<file path="config.mk">
export PLATFORM = sky130hd
export DESIGN_NAME = board_glue_top
export DESIGN_NICKNAME = d
export VERILOG_FILES = /design/src/verilog/board_pkg.sv /design/src/verilog/board_glue_top.sv /design/src/verilog/boot_sel.sv /design/src/verilog/fan_pwm.sv /design/src/verilog/pad_adapt.sv /design/src/verilog/rst_sync.sv /design/src/verilog/rtc_div.sv
export SDC_FILE = /design/constraint.sdc
export NUM_CORES = 1
export LEC_CHECK = 0
export ABC_AREA = 1
export BUFFER_PORTS_ARGS = -buffer_cell sky130_fd_sc_hd__buf_4
export CAP_MARGIN = 20
export CELL_PAD_IN_SITES_DETAIL_PLACEMENT = 0
export CELL_PAD_IN_SITES_GLOBAL_PLACEMENT = 1
export CORE_ASPECT_RATIO = 0.5
export CORE_MARGIN = 2
export CORE_UTILIZATION = 33
export CTS_BUF_LIST = sky130_fd_sc_hd__clkbuf_4 sky130_fd_sc_hd__clkbuf_8
export DETAILED_ROUTE_END_ITERATION = 10
export PLACE_DENSITY_LB_ADDON = 0.1
export SETUP_SLACK_MARGIN = 0.02
export SYNTH_ARGS = -nofsm -noshare
export SYNTH_HDL_FRONTEND = slang
export SYNTH_HIERARCHICAL = 1
export SYNTH_SLANG_ARGS = --single-unit
</file>
<file path="constraint.sdc">
create_clock -name soc_clk -period 1.22 [get_ports soc_clk]
set_input_delay 0.183 -clock soc_clk [delete_from_list [all_inputs] [get_ports soc_clk]]
set_output_delay 0.183 -clock soc_clk [all_outputs]
set_load 0.05 [all_outputs]
</file>
<file path="src/verilog/board_pkg.sv">
package board_pkg;

  ////////////////////////////////////////////////////////////////////////////
  // Timing constants
  ////////////////////////////////////////////////////////////////////////////

  // soc_clk cycles per RTC level, divide by 50 overall
  localparam integer RtcHalfPeriod = 25;
  localparam integer RtcCntWidth   = $clog2(RtcHalfPeriod);

  // Fan setting width, PWM period is 2**FanSetWidth cycles
  localparam integer FanSetWidth = 4;

  // Boot mode straps
  localparam integer BootModeWidth = 2;

  // Flops in the reset release chain
  localparam integer RstSyncStages = 2;

  ////////////////////////////////////////////////////////////////////////////
  // Pad bundles
  ////////////////////////////////////////////////////////////////////////////

  // SPI host outputs as they leave the SoC
  typedef struct packed {
    logic       sck;
    logic       sck_en;
    logic [1:0] csb;
    logic [1:0] csb_en;
    logic [3:0] sd_out;
    logic [3:0] sd_en;
  } spi_soc_t;

  // Levels driven towards the SD-card socket
  typedef struct packed {
    logic       sclk;
    logic       cmd;
    logic [3:0] dat;
    logic       reset;
  } sd_pads_t;

  // I2C value and enable pairs from the SoC
  typedef struct packed {
    logic scl_out;
    logic scl_en;
    logic sda_out;
    logic sda_en;
  } i2c_soc_t;

  // Open-drain controls, high pulls the line to ground
  typedef struct packed {
    logic scl_pull_low;
    logic sda_pull_low;
  } i2c_pads_t;

endpackage

</file>
<file path="src/verilog/board_glue_top.sv">
`timescale 1ns/100ps

module board_glue_top (
  input  logic                              soc_clk,
  input  logic                              rst_n,
  input  logic                              dbg_reset_i,
  input  logic [board_pkg::BootModeWidth-1:0] boot_switch_i,
  input  logic [board_pkg::BootModeWidth-1:0] boot_override_i,
  input  logic                              boot_override_sel_i,
  input  logic                              test_mode_i,
  input  logic [board_pkg::FanSetWidth-1:0]   fan_setting_i,
  input  board_pkg::spi_soc_t               spi_soc_i,
  input  board_pkg::i2c_soc_t               i2c_soc_i,
  input  logic                              sd_miso_pad_i,
  input  logic                              scl_pad_i,
  input  logic                              sda_pad_i,
  output logic                              soc_rst_n_o,
  output logic [board_pkg::BootModeWidth-1:0] boot_mode_o,
  output logic                              rtc_o,
  output logic                              fan_pwm_o,
  output board_pkg::sd_pads_t               sd_pads_o,
  output board_pkg::i2c_pads_t              i2c_pads_o,
  output logic [3:0]                        spi_sd_in_o,
  output logic                              i2c_scl_o,
  output logic                              i2c_sda_o
);

  // Synchronized reset for everything behind rst_sync
  logic soc_rst_n;

  ////////////////////////////////////////////////////////////////////////////
  // Reset and boot
  ////////////////////////////////////////////////////////////////////////////

  rst_sync i_rst_sync (
    .soc_clk     ( soc_clk     ),
    .rst_n       ( rst_n       ),
    .dbg_reset_i ( dbg_reset_i ),
    .test_mode_i ( test_mode_i ),
    .soc_rst_n_o ( soc_rst_n   )
  );

  assign soc_rst_n_o = soc_rst_n;

  boot_sel i_boot_sel (
    .soc_clk             ( soc_clk             ),
    .rst_n               ( soc_rst_n           ),
    .boot_switch_i       ( boot_switch_i       ),
    .boot_override_i     ( boot_override_i     ),
    .boot_override_sel_i ( boot_override_sel_i ),
    .boot_mode_o         ( boot_mode_o         )
  );

  ////////////////////////////////////////////////////////////////////////////
  // Slow clocks
  ////////////////////////////////////////////////////////////////////////////

  rtc_div i_rtc_div (
    .soc_clk ( soc_clk   ),
    .rst_n   ( soc_rst_n ),
    .rtc_o   ( rtc_o     )
  );

  fan_pwm i_fan_pwm (
    .soc_clk       ( soc_clk       ),
    .rst_n         ( soc_rst_n     ),
    .fan_setting_i ( fan_setting_i ),
    .fan_pwm_o     ( fan_pwm_o     )
  );

  ////////////////////////////////////////////////////////////////////////////
  // Pads
  ////////////////////////////////////////////////////////////////////////////

  pad_adapt i_pad_adapt (
    .spi_soc_i     ( spi_soc_i     ),
    .i2c_soc_i     ( i2c_soc_i     ),
    .sd_miso_pad_i ( sd_miso_pad_i ),
    .scl_pad_i     ( scl_pad_i     ),
    .sda_pad_i     ( sda_pad_i     ),
    .sd_pads_o     ( sd_pads_o     ),
    .i2c_pads_o    ( i2c_pads_o    ),
    .spi_sd_in_o   ( spi_sd_in_o   ),
    .i2c_scl_o     ( i2c_scl_o     ),
    .i2c_sda_o     ( i2c_sda_o     )
  );

endmodule

</file>
<file path="src/verilog/boot_sel.sv">
`timescale 1ns/100ps

module boot_sel (
  input  logic                            soc_clk,
  input  logic                            rst_n,
  input  logic [board_pkg::BootModeWidth-1:0] boot_switch_i,
  input  logic [board_pkg::BootModeWidth-1:0] boot_override_i,
  input  logic                            boot_override_sel_i,
  output logic [board_pkg::BootModeWidth-1:0] boot_mode_o
);

  import board_pkg::*;

  logic [BootModeWidth-1:0] switch_meta_q;
  logic [BootModeWidth-1:0] switch_sync_q;

  ////////////////////////////////////////////////////////////////////////////
  // Switch synchronizer
  ////////////////////////////////////////////////////////////////////////////

  // Board switches are asynchronous to soc_clk
  always_ff @(posedge soc_clk or negedge rst_n) begin
    if (!rst_n) begin
      switch_meta_q <= '0;
      switch_sync_q <= '0;
    end else begin
      switch_meta_q <= boot_switch_i;
      switch_sync_q <= switch_meta_q;
    end
  end

  ////////////////////////////////////////////////////////////////////////////
  // Debug override
  ////////////////////////////////////////////////////////////////////////////

  // Override comes from the debug probe, already in the soc_clk domain
  always_comb begin
    if (boot_override_sel_i) begin
      boot_mode_o = boot_override_i;
    end else begin
      boot_mode_o = switch_sync_q;
    end
  end

endmodule

</file>
<file path="src/verilog/fan_pwm.sv">
`timescale 1ns/100ps

module fan_pwm (
  input  logic                          soc_clk,
  input  logic                          rst_n,
  input  logic [board_pkg::FanSetWidth-1:0] fan_setting_i,
  output logic                          fan_pwm_o
);

  import board_pkg::*;

  logic [FanSetWidth-1:0] period_cnt_q;
  logic [FanSetWidth-1:0] setting_q;
  logic [FanSetWidth-1:0] setting_cur;
  logic                   period_start;
  logic                   pwm_q;

  ////////////////////////////////////////////////////////////////////////////
  // Period counter
  ////////////////////////////////////////////////////////////////////////////

  // Wraps naturally every 2**FanSetWidth cycles
  always_ff @(posedge soc_clk or negedge rst_n) begin
    if (!rst_n) begin
      period_cnt_q <= '0;
    end else begin
      period_cnt_q <= period_cnt_q + 1'b1;
    end
  end

  assign period_start = (period_cnt_q == '0);

  // Switch value is taken once per period
  assign setting_cur = period_start ? fan_setting_i : setting_q;

  always_ff @(posedge soc_clk or negedge rst_n) begin
    if (!rst_n) begin
      setting_q <= '0;
    end else if (period_start) begin
      setting_q <= fan_setting_i;
    end
  end

  ////////////////////////////////////////////////////////////////////////////
  // PWM output
  ////////////////////////////////////////////////////////////////////////////

  // High for the first setting counts of the period, zero stays low
  always_ff @(posedge soc_clk or negedge rst_n) begin
    if (!rst_n) begin
      pwm_q <= 1'b0;
    end else begin
      pwm_q <= (period_cnt_q < setting_cur);
    end
  end

  assign fan_pwm_o = pwm_q;

endmodule

</file>
<file path="src/verilog/pad_adapt.sv">
`timescale 1ns/100ps

module pad_adapt (
  input  board_pkg::spi_soc_t  spi_soc_i,
  input  board_pkg::i2c_soc_t  i2c_soc_i,
  input  logic                 sd_miso_pad_i,
  input  logic                 scl_pad_i,
  input  logic                 sda_pad_i,
  output board_pkg::sd_pads_t  sd_pads_o,
  output board_pkg::i2c_pads_t i2c_pads_o,
  output logic [3:0]           spi_sd_in_o,
  output logic                 i2c_scl_o,
  output logic                 i2c_sda_o
);

  import board_pkg::*;

  sd_pads_t  sd_pads;
  i2c_pads_t i2c_pads;

  ////////////////////////////////////////////////////////////////////////////
  // SPI onto the SD-card socket
  ////////////////////////////////////////////////////////////////////////////

  always_comb begin
    // Reset low keeps the card powered
    sd_pads.reset = 1'b0;
    // Clock idles high while the host releases it
    sd_pads.sclk  = spi_soc_i.sck_en ? spi_soc_i.sck : 1'b1;
    // Chip select 0 sits on DAT3
    sd_pads.dat[3] = spi_soc_i.csb_en[0] ? spi_soc_i.csb[0] : 1'b1;
    // Unused in SPI mode
    sd_pads.dat[2:1] = 2'b11;
    // DAT0 carries MISO from the card, host side stays released
    sd_pads.dat[0] = 1'b1;
    // MOSI goes out on CMD
    sd_pads.cmd = spi_soc_i.sd_en[0] ? spi_soc_i.sd_out[0] : 1'b1;
  end

  // MISO returns on data line 1, the rest are outputs only
  assign spi_sd_in_o = {2'b00, sd_miso_pad_i, 1'b0};

  ////////////////////////////////////////////////////////////////////////////
  // I2C open-drain
  ////////////////////////////////////////////////////////////////////////////

  // A driven 1 means release, the pull-up does the rest
  always_comb begin
    i2c_pads.scl_pull_low = i2c_soc_i.scl_en & ~i2c_soc_i.scl_out;
    i2c_pads.sda_pull_low = i2c_soc_i.sda_en & ~i2c_soc_i.sda_out;
  end

  // Read back the wire level, clock stretching shows up here
  assign i2c_scl_o = scl_pad_i;
  assign i2c_sda_o = sda_pad_i;

  assign sd_pads_o  = sd_pads;
  assign i2c_pads_o = i2c_pads;

endmodule

</file>
<file path="src/verilog/rst_sync.sv">
`timescale 1ns/100ps

module rst_sync (
  input  logic soc_clk,
  input  logic rst_n,
  input  logic dbg_reset_i,
  input  logic test_mode_i,
  output logic soc_rst_n_o
);

  import board_pkg::*;

  logic                     src_rst_n;
  logic [RstSyncStages-1:0] sync_q;

  // Board button or debugger, either one holds the SoC in reset
  assign src_rst_n = rst_n & ~dbg_reset_i;

  // Assert at once, release through the flop chain
  always_ff @(posedge soc_clk or negedge src_rst_n) begin
    if (!src_rst_n) begin
      sync_q <= '0;
    end else begin
      sync_q <= {sync_q[RstSyncStages-2:0], 1'b1};
    end
  end

  // Scan mode hands the board reset straight through
  assign soc_rst_n_o = test_mode_i ? rst_n : sync_q[RstSyncStages-1];

endmodule

</file>
<file path="src/verilog/rtc_div.sv">
`timescale 1ns/100ps

module rtc_div (
  input  logic soc_clk,
  input  logic rst_n,
  output logic rtc_o
);

  import board_pkg::*;

  localparam logic [RtcCntWidth-1:0] CntLast = RtcCntWidth'(RtcHalfPeriod - 1);

  logic [RtcCntWidth-1:0] cnt_d, cnt_q;
  logic                   rtc_d, rtc_q;

  // Count one half period, then flip the level
  always_comb begin
    cnt_d = cnt_q + 1'b1;
    rtc_d = rtc_q;
    if (cnt_q == CntLast) begin
      cnt_d = '0;
      rtc_d = ~rtc_q;
    end
  end

  always_ff @(posedge soc_clk or negedge rst_n) begin
    if (!rst_n) begin
      cnt_q <= '0;
      rtc_q <= 1'b0;
    end else begin
      cnt_q <= cnt_d;
      rtc_q <= rtc_d;
    end
  end

  // Registered, so the RTC level is glitch free
  assign rtc_o = rtc_q;

endmodule
</file>
==> impl_metrics.toml, run 1 <==
[sta]
period_share_pct = 119
finClkSkew_ns = 0.00277
setup_violations = 1
rsz0062_at_grt = "true"
slew_violations = 0
timing.final.ws_setup_ns = -0.231
hold_ws_ns = 0.0166
hold_viol_final = 0
fin_crit_ns = 1.45
fmax_mhz = 689

[placed_design]
dpl.hpwl_mm = 1.36
dp_slack_ns = -0.315
placed_area_um2 = 1400
port_buffers = 32
routabilityCongestion = 0.662

[routing]
wl_mm = 1.77
dr.pass1.iters = 3
wl_met1_um = 759
drtAntennaViolNets = 0
num_vias = 815
dr.max_layer_used = "met4"
drt_iter0_drc = 27
dr_wl_met3_um = 206
wl_per_cell_um = 8.64
wl_met2_um = 795
drc = 0
viasPerCell = 3.98

[finish]
insertedDiodeCount = 0
syn2layout_area_growth_pct = 39.5
fill_cells = 312
final_area_um2 = 1490
utilization_pct = 49.0
drive_gt1_share_pct = 41.8
layout.nets = 207

[power_and_ir_drop]
fin_total_pwr_mw = 1.44
leakage_nw = 0.850
powerDensity_nw_per_um2 = 964
p_clk_share_pct = 31.4
seq_power_share_pct = 49.7
internal_power_mw = 1.04
p_sw_share_pct = 28.0
p_switching_uw = 404
pwr-share-comb_pct = 18.8
ir_worst_vdd_mv = 0.713

[cts]
clock_latency_ns = 0.26
clk_path_buf_depth = 2
path_clk_slew_ns = 0.07
cts_buffers = 3
htreeDepth = 1
root_buffer = "clkbuf_8"
cts_tree = "built"
clkSinkCount = 21

[logic_synthesis]
synth_area_leaders = "dfrtp_1 (49%), inv_1 (8.8%), nand2_1 (8.8%)"
seq_area_frac_synth_pct = 49.1
synth_common_cells = "inv_1 (25), nand2_1 (25), dfrtp_1 (21)"
syn_area_per_cell_um2 = 8.85
netlist.top_cell.by_area = "dfrtp_1"
syn-cell-area_um2 = 1070
ys_types = 19
ys.flop_type = "dfrtp_1"
synth_seq_cells = 21
yosys.area.top_type_share_pct = 49.1
synthArstFlopShare_pct = 100
netlist_instances = 121
yosysWarnings = 6
synth_edf_count = 0

[critical_path]
required_ns = 1.41
cpMaxStageDelayCell = "dfrtp_1"
cp_num_buf_inv = 2
crit_path_end_kind = "register"
path_cells = "inv_2 > ha_4 > nand2_4 > o21ai_2 > inv_1 > ha_1 > nand2_1 > nand2_1 > a21oi_2"
critPathMaxStageDelay_ns = 0.39
crit_top_cell = "nand2_1"
crit_family = "adder cells"
crit_type = "reg2reg"
worstPathArrival_ns = 1.64
critPathMaxFanout = 7
startpoint_type = "register"

[die]
die_h_um = 44.3
die_area_um2 = 3740
ios = 54
initial_utilization_pct = 35.1
coreArea_um2 = 3050
fp-row-count = 14
fp.dieW_um = 84.6

[global_routing]
grt_pass1_vias = 764
overflow = 0
antenna_found_initial = 0
track_usage_pct = 11.0
grt_max_degree = 20
grt_pass1_wl_mm = 3.15

[worst_hold_path]
holdCritPathClass = "in2async"

[status]
violations = "negative setup slack"
status = "complete, but fails checks"

[run]
cap_violations = 0
==> registers in the layout, summed over array words and instances, names as in the netlist <==
register,cells
i_rtc_div/cnt_q,5
i_fan_pwm/period_cnt_q,4
i_fan_pwm/setting_q,4
i_boot_sel/switch_meta_q,2
i_boot_sel/switch_sync_q,2
i_rst_sync/sync_q,2
i_fan_pwm/fan_pwm_o,1
i_rtc_div/rtc_o,1
==> layout by cell type, fill, tap and decap left out <==
master	n
dlygate4sd3_1	2
inv_1	22
nand2_4	1
ha_1	5
o21ai_1	1
nor2_1	4
xnor2_1	2
nand2_1	24
clkbuf_8	3
conb_1	8
a21o_1	1
a21oi_2	1
nand3b_1	1
nand3_2	1
xor2_1	1
nand3_1	4
and2_2	1
nand2_2	3
ha_4	2
o21ai_2	2
clkinv_2	1
buf_4	43
dfrtp_1	21
inv_2	4
nor2_2	7
==> kinds of logic after synthesis <==
group | share of synthesized area [%]
compound gates | 2.92
xor+xnor | 2.45
fa+ha+maj | 8.18
buf+inv | 16.1
flops | 49.1
other cells | 1.05
simple gates | 20.2
==> metal layers <==
metal  vias to the layer above  global-route usage [%]
met5                         -                       0
met4                         0                    3.17
met3                         3                    4.85
met2                        30                    19.5
met1                       359                    12.3
li1                        423                       -
==> final cells by class <==
type                    count  area, um2  area share (%)
clock inverters             1       5.00           0.335
repair buffers             45        343            22.9
clock buffers               3       41.3            2.76
inverters                  26       97.6            6.53
flip-flops and latches     21        526            35.2
multi-input cells          69        432            28.9
well taps                  40       50.0            3.35
==> per-stage QoR <==
stage / setup TNS [ns] / instances
floorplan: -0.231 / 126
global placement: -0.259 / 197
detailed placement: -0.315 / 197
CTS: -0.242 / 203
global route: -0.331 / 205
finish: -0.231 / 205
==> power by group through the flow <==
stage	sequential (mW)	clock [mW]	combinational (mW)
6_report	0.716	0.453	0.271
5_1_grt	0.719	0.508	0.295
4_1_cts	0.717	0.474	0.273
3_5_place_dp	0.730	0	0.264
3_3_place_gp	0.730	0	0.262
2_1_floorplan	0.733	0	0.205
==> worst paths after layout <==
check / cells past startpoint / endpoint / slack [ns] / start
setup reg to reg: 9 / i_fan_pwm/fan_pwm_o / -0.23 / i_fan_pwm/period_cnt_q[1]
min in group soc_clk: 1 / i_boot_sel/switch_meta_q[1] / 0.02 / boot_switch_i[1]
setup / recovery: 9 / i_fan_pwm/fan_pwm_o / -0.23 / i_fan_pwm/period_cnt_q[1]
max in group asynchronous: 5 / i_rst_sync/sync_q[0] / 0.21 / rst_n
hold / removal: 4 / i_fan_pwm/period_cnt_q[2] / 0.02 / rst_n
hold reg to reg: 3 / i_fan_pwm/period_cnt_q[2] / 0.33 / i_rst_sync/sync_q[1]
==> repair_timing <==
action	4_1_cts	5_1_grt
setup buffers	0	2
endpoints found under the hold margin	2	0
endpoints found under the setup margin	1	2
gates resized for setup	5	0
pin swaps	3	2
hold buffers	2	0
==> tightest hold or removal path: stages <==
cell and delay, ns:
buf_4 0.08, nand2_1 0.05, nand2_2 0.08, buf_4 0.27
Note: power is estimated with default switching activity, not from simulation.
==> run 2: changes to the inputs <==
CELL_PAD_IN_SITES_DETAIL_PLACEMENT = unset   (was 0)
CELL_PAD_IN_SITES_GLOBAL_PLACEMENT = unset   (was 1)
CORE_ASPECT_RATIO = unset   (was 0.5)
CORE_UTILIZATION = 46   (was 33)
PLACE_DENSITY = 0.81   (was unset)
PLACE_DENSITY_LB_ADDON = unset   (was 0.1)
==> run 2 against run 1 <==
  * The run ends with negative hold slack, negative setup slack left
  * Wire length rose by 28%
  * First-iteration DRC count shrank 81%
  * Non-clock buffer count up 3
  * Critical path depth fell by 1
  * Register-to-register slack worse by 0.08 ns
==> impl_metrics.toml, run 2 (synthesis results as in run 1) <==
[placed_design]
dpl.hpwl_mm = 1.59
placed_area_um2 = 1370
dp_slack_ns = -0.379
routabilityCongestion = 0.808
port_buffers = 32

[power_and_ir_drop]
ir_worst_vdd_mv = 0.698
leakage_nw = 0.868
powerDensity_nw_per_um2 = 871
fin_total_pwr_mw = 1.33

[critical_path]
crit_type = "reg2reg"
crit_path_end_kind = "register"
critPathMaxStageDelay_ns = 0.41
r2r_slack_ns = -0.31
worstPathArrival_ns = 1.76
cpMaxStageDelayCell = "dfrtp_1"
crit_family = "compound AO/OA/AOI/OAI gates"
r2r-end = "i_fan_pwm/fan_pwm_o"
path_cells = "inv_2 > ha_4 > nand2_8 > o21ai_2 > inv_2 > ha_4 > a21o_1 > a21oi_2"
required_ns = 1.45
startpoint_type = "register"
critPathMaxFanout = 7
cp_num_buf_inv = 2
worst-r2r-cell-count = 8
worstReg2RegStart = "i_fan_pwm/period_cnt_q[0]"

[sta]
hold_ws_ns = -0.00797
setup_violations = 1
hold_viol_final = 10
period_share_pct = 125
slew_violations = 0
rsz0062_at_grt = "true"
fmax_mhz = 654
finClkSkew_ns = 0.00587
timing.final.ws_setup_ns = -0.310
fin_crit_ns = 1.53

[routing]
wl_met1_um = 796
drtAntennaViolNets = 0
wl_met2_mm = 1.31
wl_mm = 2.27
dr_wl_met3_um = 151
drt_iter0_drc = 5
num_vias = 848
dr.max_layer_used = "met4"
drc = 0
wl_per_cell_um = 11.6
viasPerCell = 4.33
dr.pass1.iters = 4

[die]
coreArea_um2 = 2210
fp.dieW_um = 52.3
fp-row-count = 17
ios = 54
die_h_um = 52.3
die_area_um2 = 2730
initial_utilization_pct = 48.4

[cts]
root_buffer = "clkbuf_4"
path_clk_slew_ns = 0.12
cts_buffers = 3
cts_tree = "built"
clock_latency_ns = 0.30
htreeDepth = 1
clkSinkCount = 21
clk_path_buf_depth = 2

[global_routing]
antenna_found_initial = 0
grt_pass1_vias = 848
overflow = 0
grt_pass1_wl_mm = 3.32
track_usage_pct = 16.7
grt_max_degree = 20

[finish]
utilization_pct = 69.1
final_cell_mix = "buf_4 (43), nand2_1 (24), inv_1 (22), dfrtp_1 (21), conb_1 (8)"
reg_top3 = "i_rtc_div/cnt_q (5), i_fan_pwm/period_cnt_q (4), i_fan_pwm/setting_q (4)"
insertedDiodeCount = 0
regMostFlops = "i_rtc_div/cnt_q"
drive_gt1_share_pct = 43.5
final_area_um2 = 1530
largest_reg_flops = 5
layout.nets = 210
final_common_cell = "buf_4"
syn2layout_area_growth_pct = 42.6

[run]
cap_violations = 0

[worst_hold_path]
holdCritPathClass = "in2async"

[status]
status = "complete, but fails checks"
violations = "negative hold slack, negative setup slack"
run 2: worst max path at each step:
stage / from / to / slack, ns / cells past startpoint
6_report: i_fan_pwm/period_cnt_q[0] / i_fan_pwm/fan_pwm_o / -0.31 / 8
5_1_grt: i_fan_pwm/period_cnt_q[0] / i_fan_pwm/fan_pwm_o / -0.41 / 9
4_1_cts: i_fan_pwm/period_cnt_q[0] / i_fan_pwm/fan_pwm_o / -0.30 / 9
3_5_place_dp: i_fan_pwm/period_cnt_q[0] / i_fan_pwm/fan_pwm_o / -0.38 / 9
3_3_place_gp: i_fan_pwm/period_cnt_q[0] / i_fan_pwm/fan_pwm_o / -0.25 / 9
2_1_floorplan: i_fan_pwm/period_cnt_q[0] / i_fan_pwm/fan_pwm_o / -0.23 / 8
run 2: metal layers:
layer  track usage (%)  up-vias
li1                  -      428
met1              16.2      386
met2              35.7       32
met3              2.29        2
met4              3.85        0
met5                 0        -
run 2: stage by stage:
stage | std cells | setup TNS [ns] | hold WS [ns]
3_3_place_gp | 183 | -0.253 | 0.0793
5_1_grt | 196 | -0.441 | 0.0250
6_report | 196 | -0.310 | -0.00797
3_5_place_dp | 183 | -0.379 | 0.0867
2_1_floorplan | 126 | -0.231 | -0.0340
4_1_cts | 194 | -0.458 | -0.0201
run 2: worst reg2reg max path, delay by kind of cell, from the launching register on:
family | cells | cell delay [ns]
compound gates | 3 | 0.45
fa+ha+maj | 2 | 0.38
flops | 1 | 0.41
simple gates | 1 | 0.07
buf+inv | 2 | 0.15
run 2: cell type report:
cell class              instances  area, um2
clock buffers                   3       22.5
clock inverters                 1       5.00
fillers                       184        684
inverters                      26       97.6
multi-input cells              69        463
flip-flops and latches         21        526
well taps                      28       35.0
repair buffers                 48        379
run 2: timing repair:
item,CTS,global route
resized for setup,6,8
pin swaps,2,4
hold endpoints to repair,23,0
setup endpoints to repair,2,4
buffers inserted,3,3
hold buffers,4,0
run 2: where the power goes:
part / internal (mW) / switching, mW
Combinational: 0.106 / 0.182
Sequential: 0.713 / 0.00491
Clock: 0.122 / 0.203
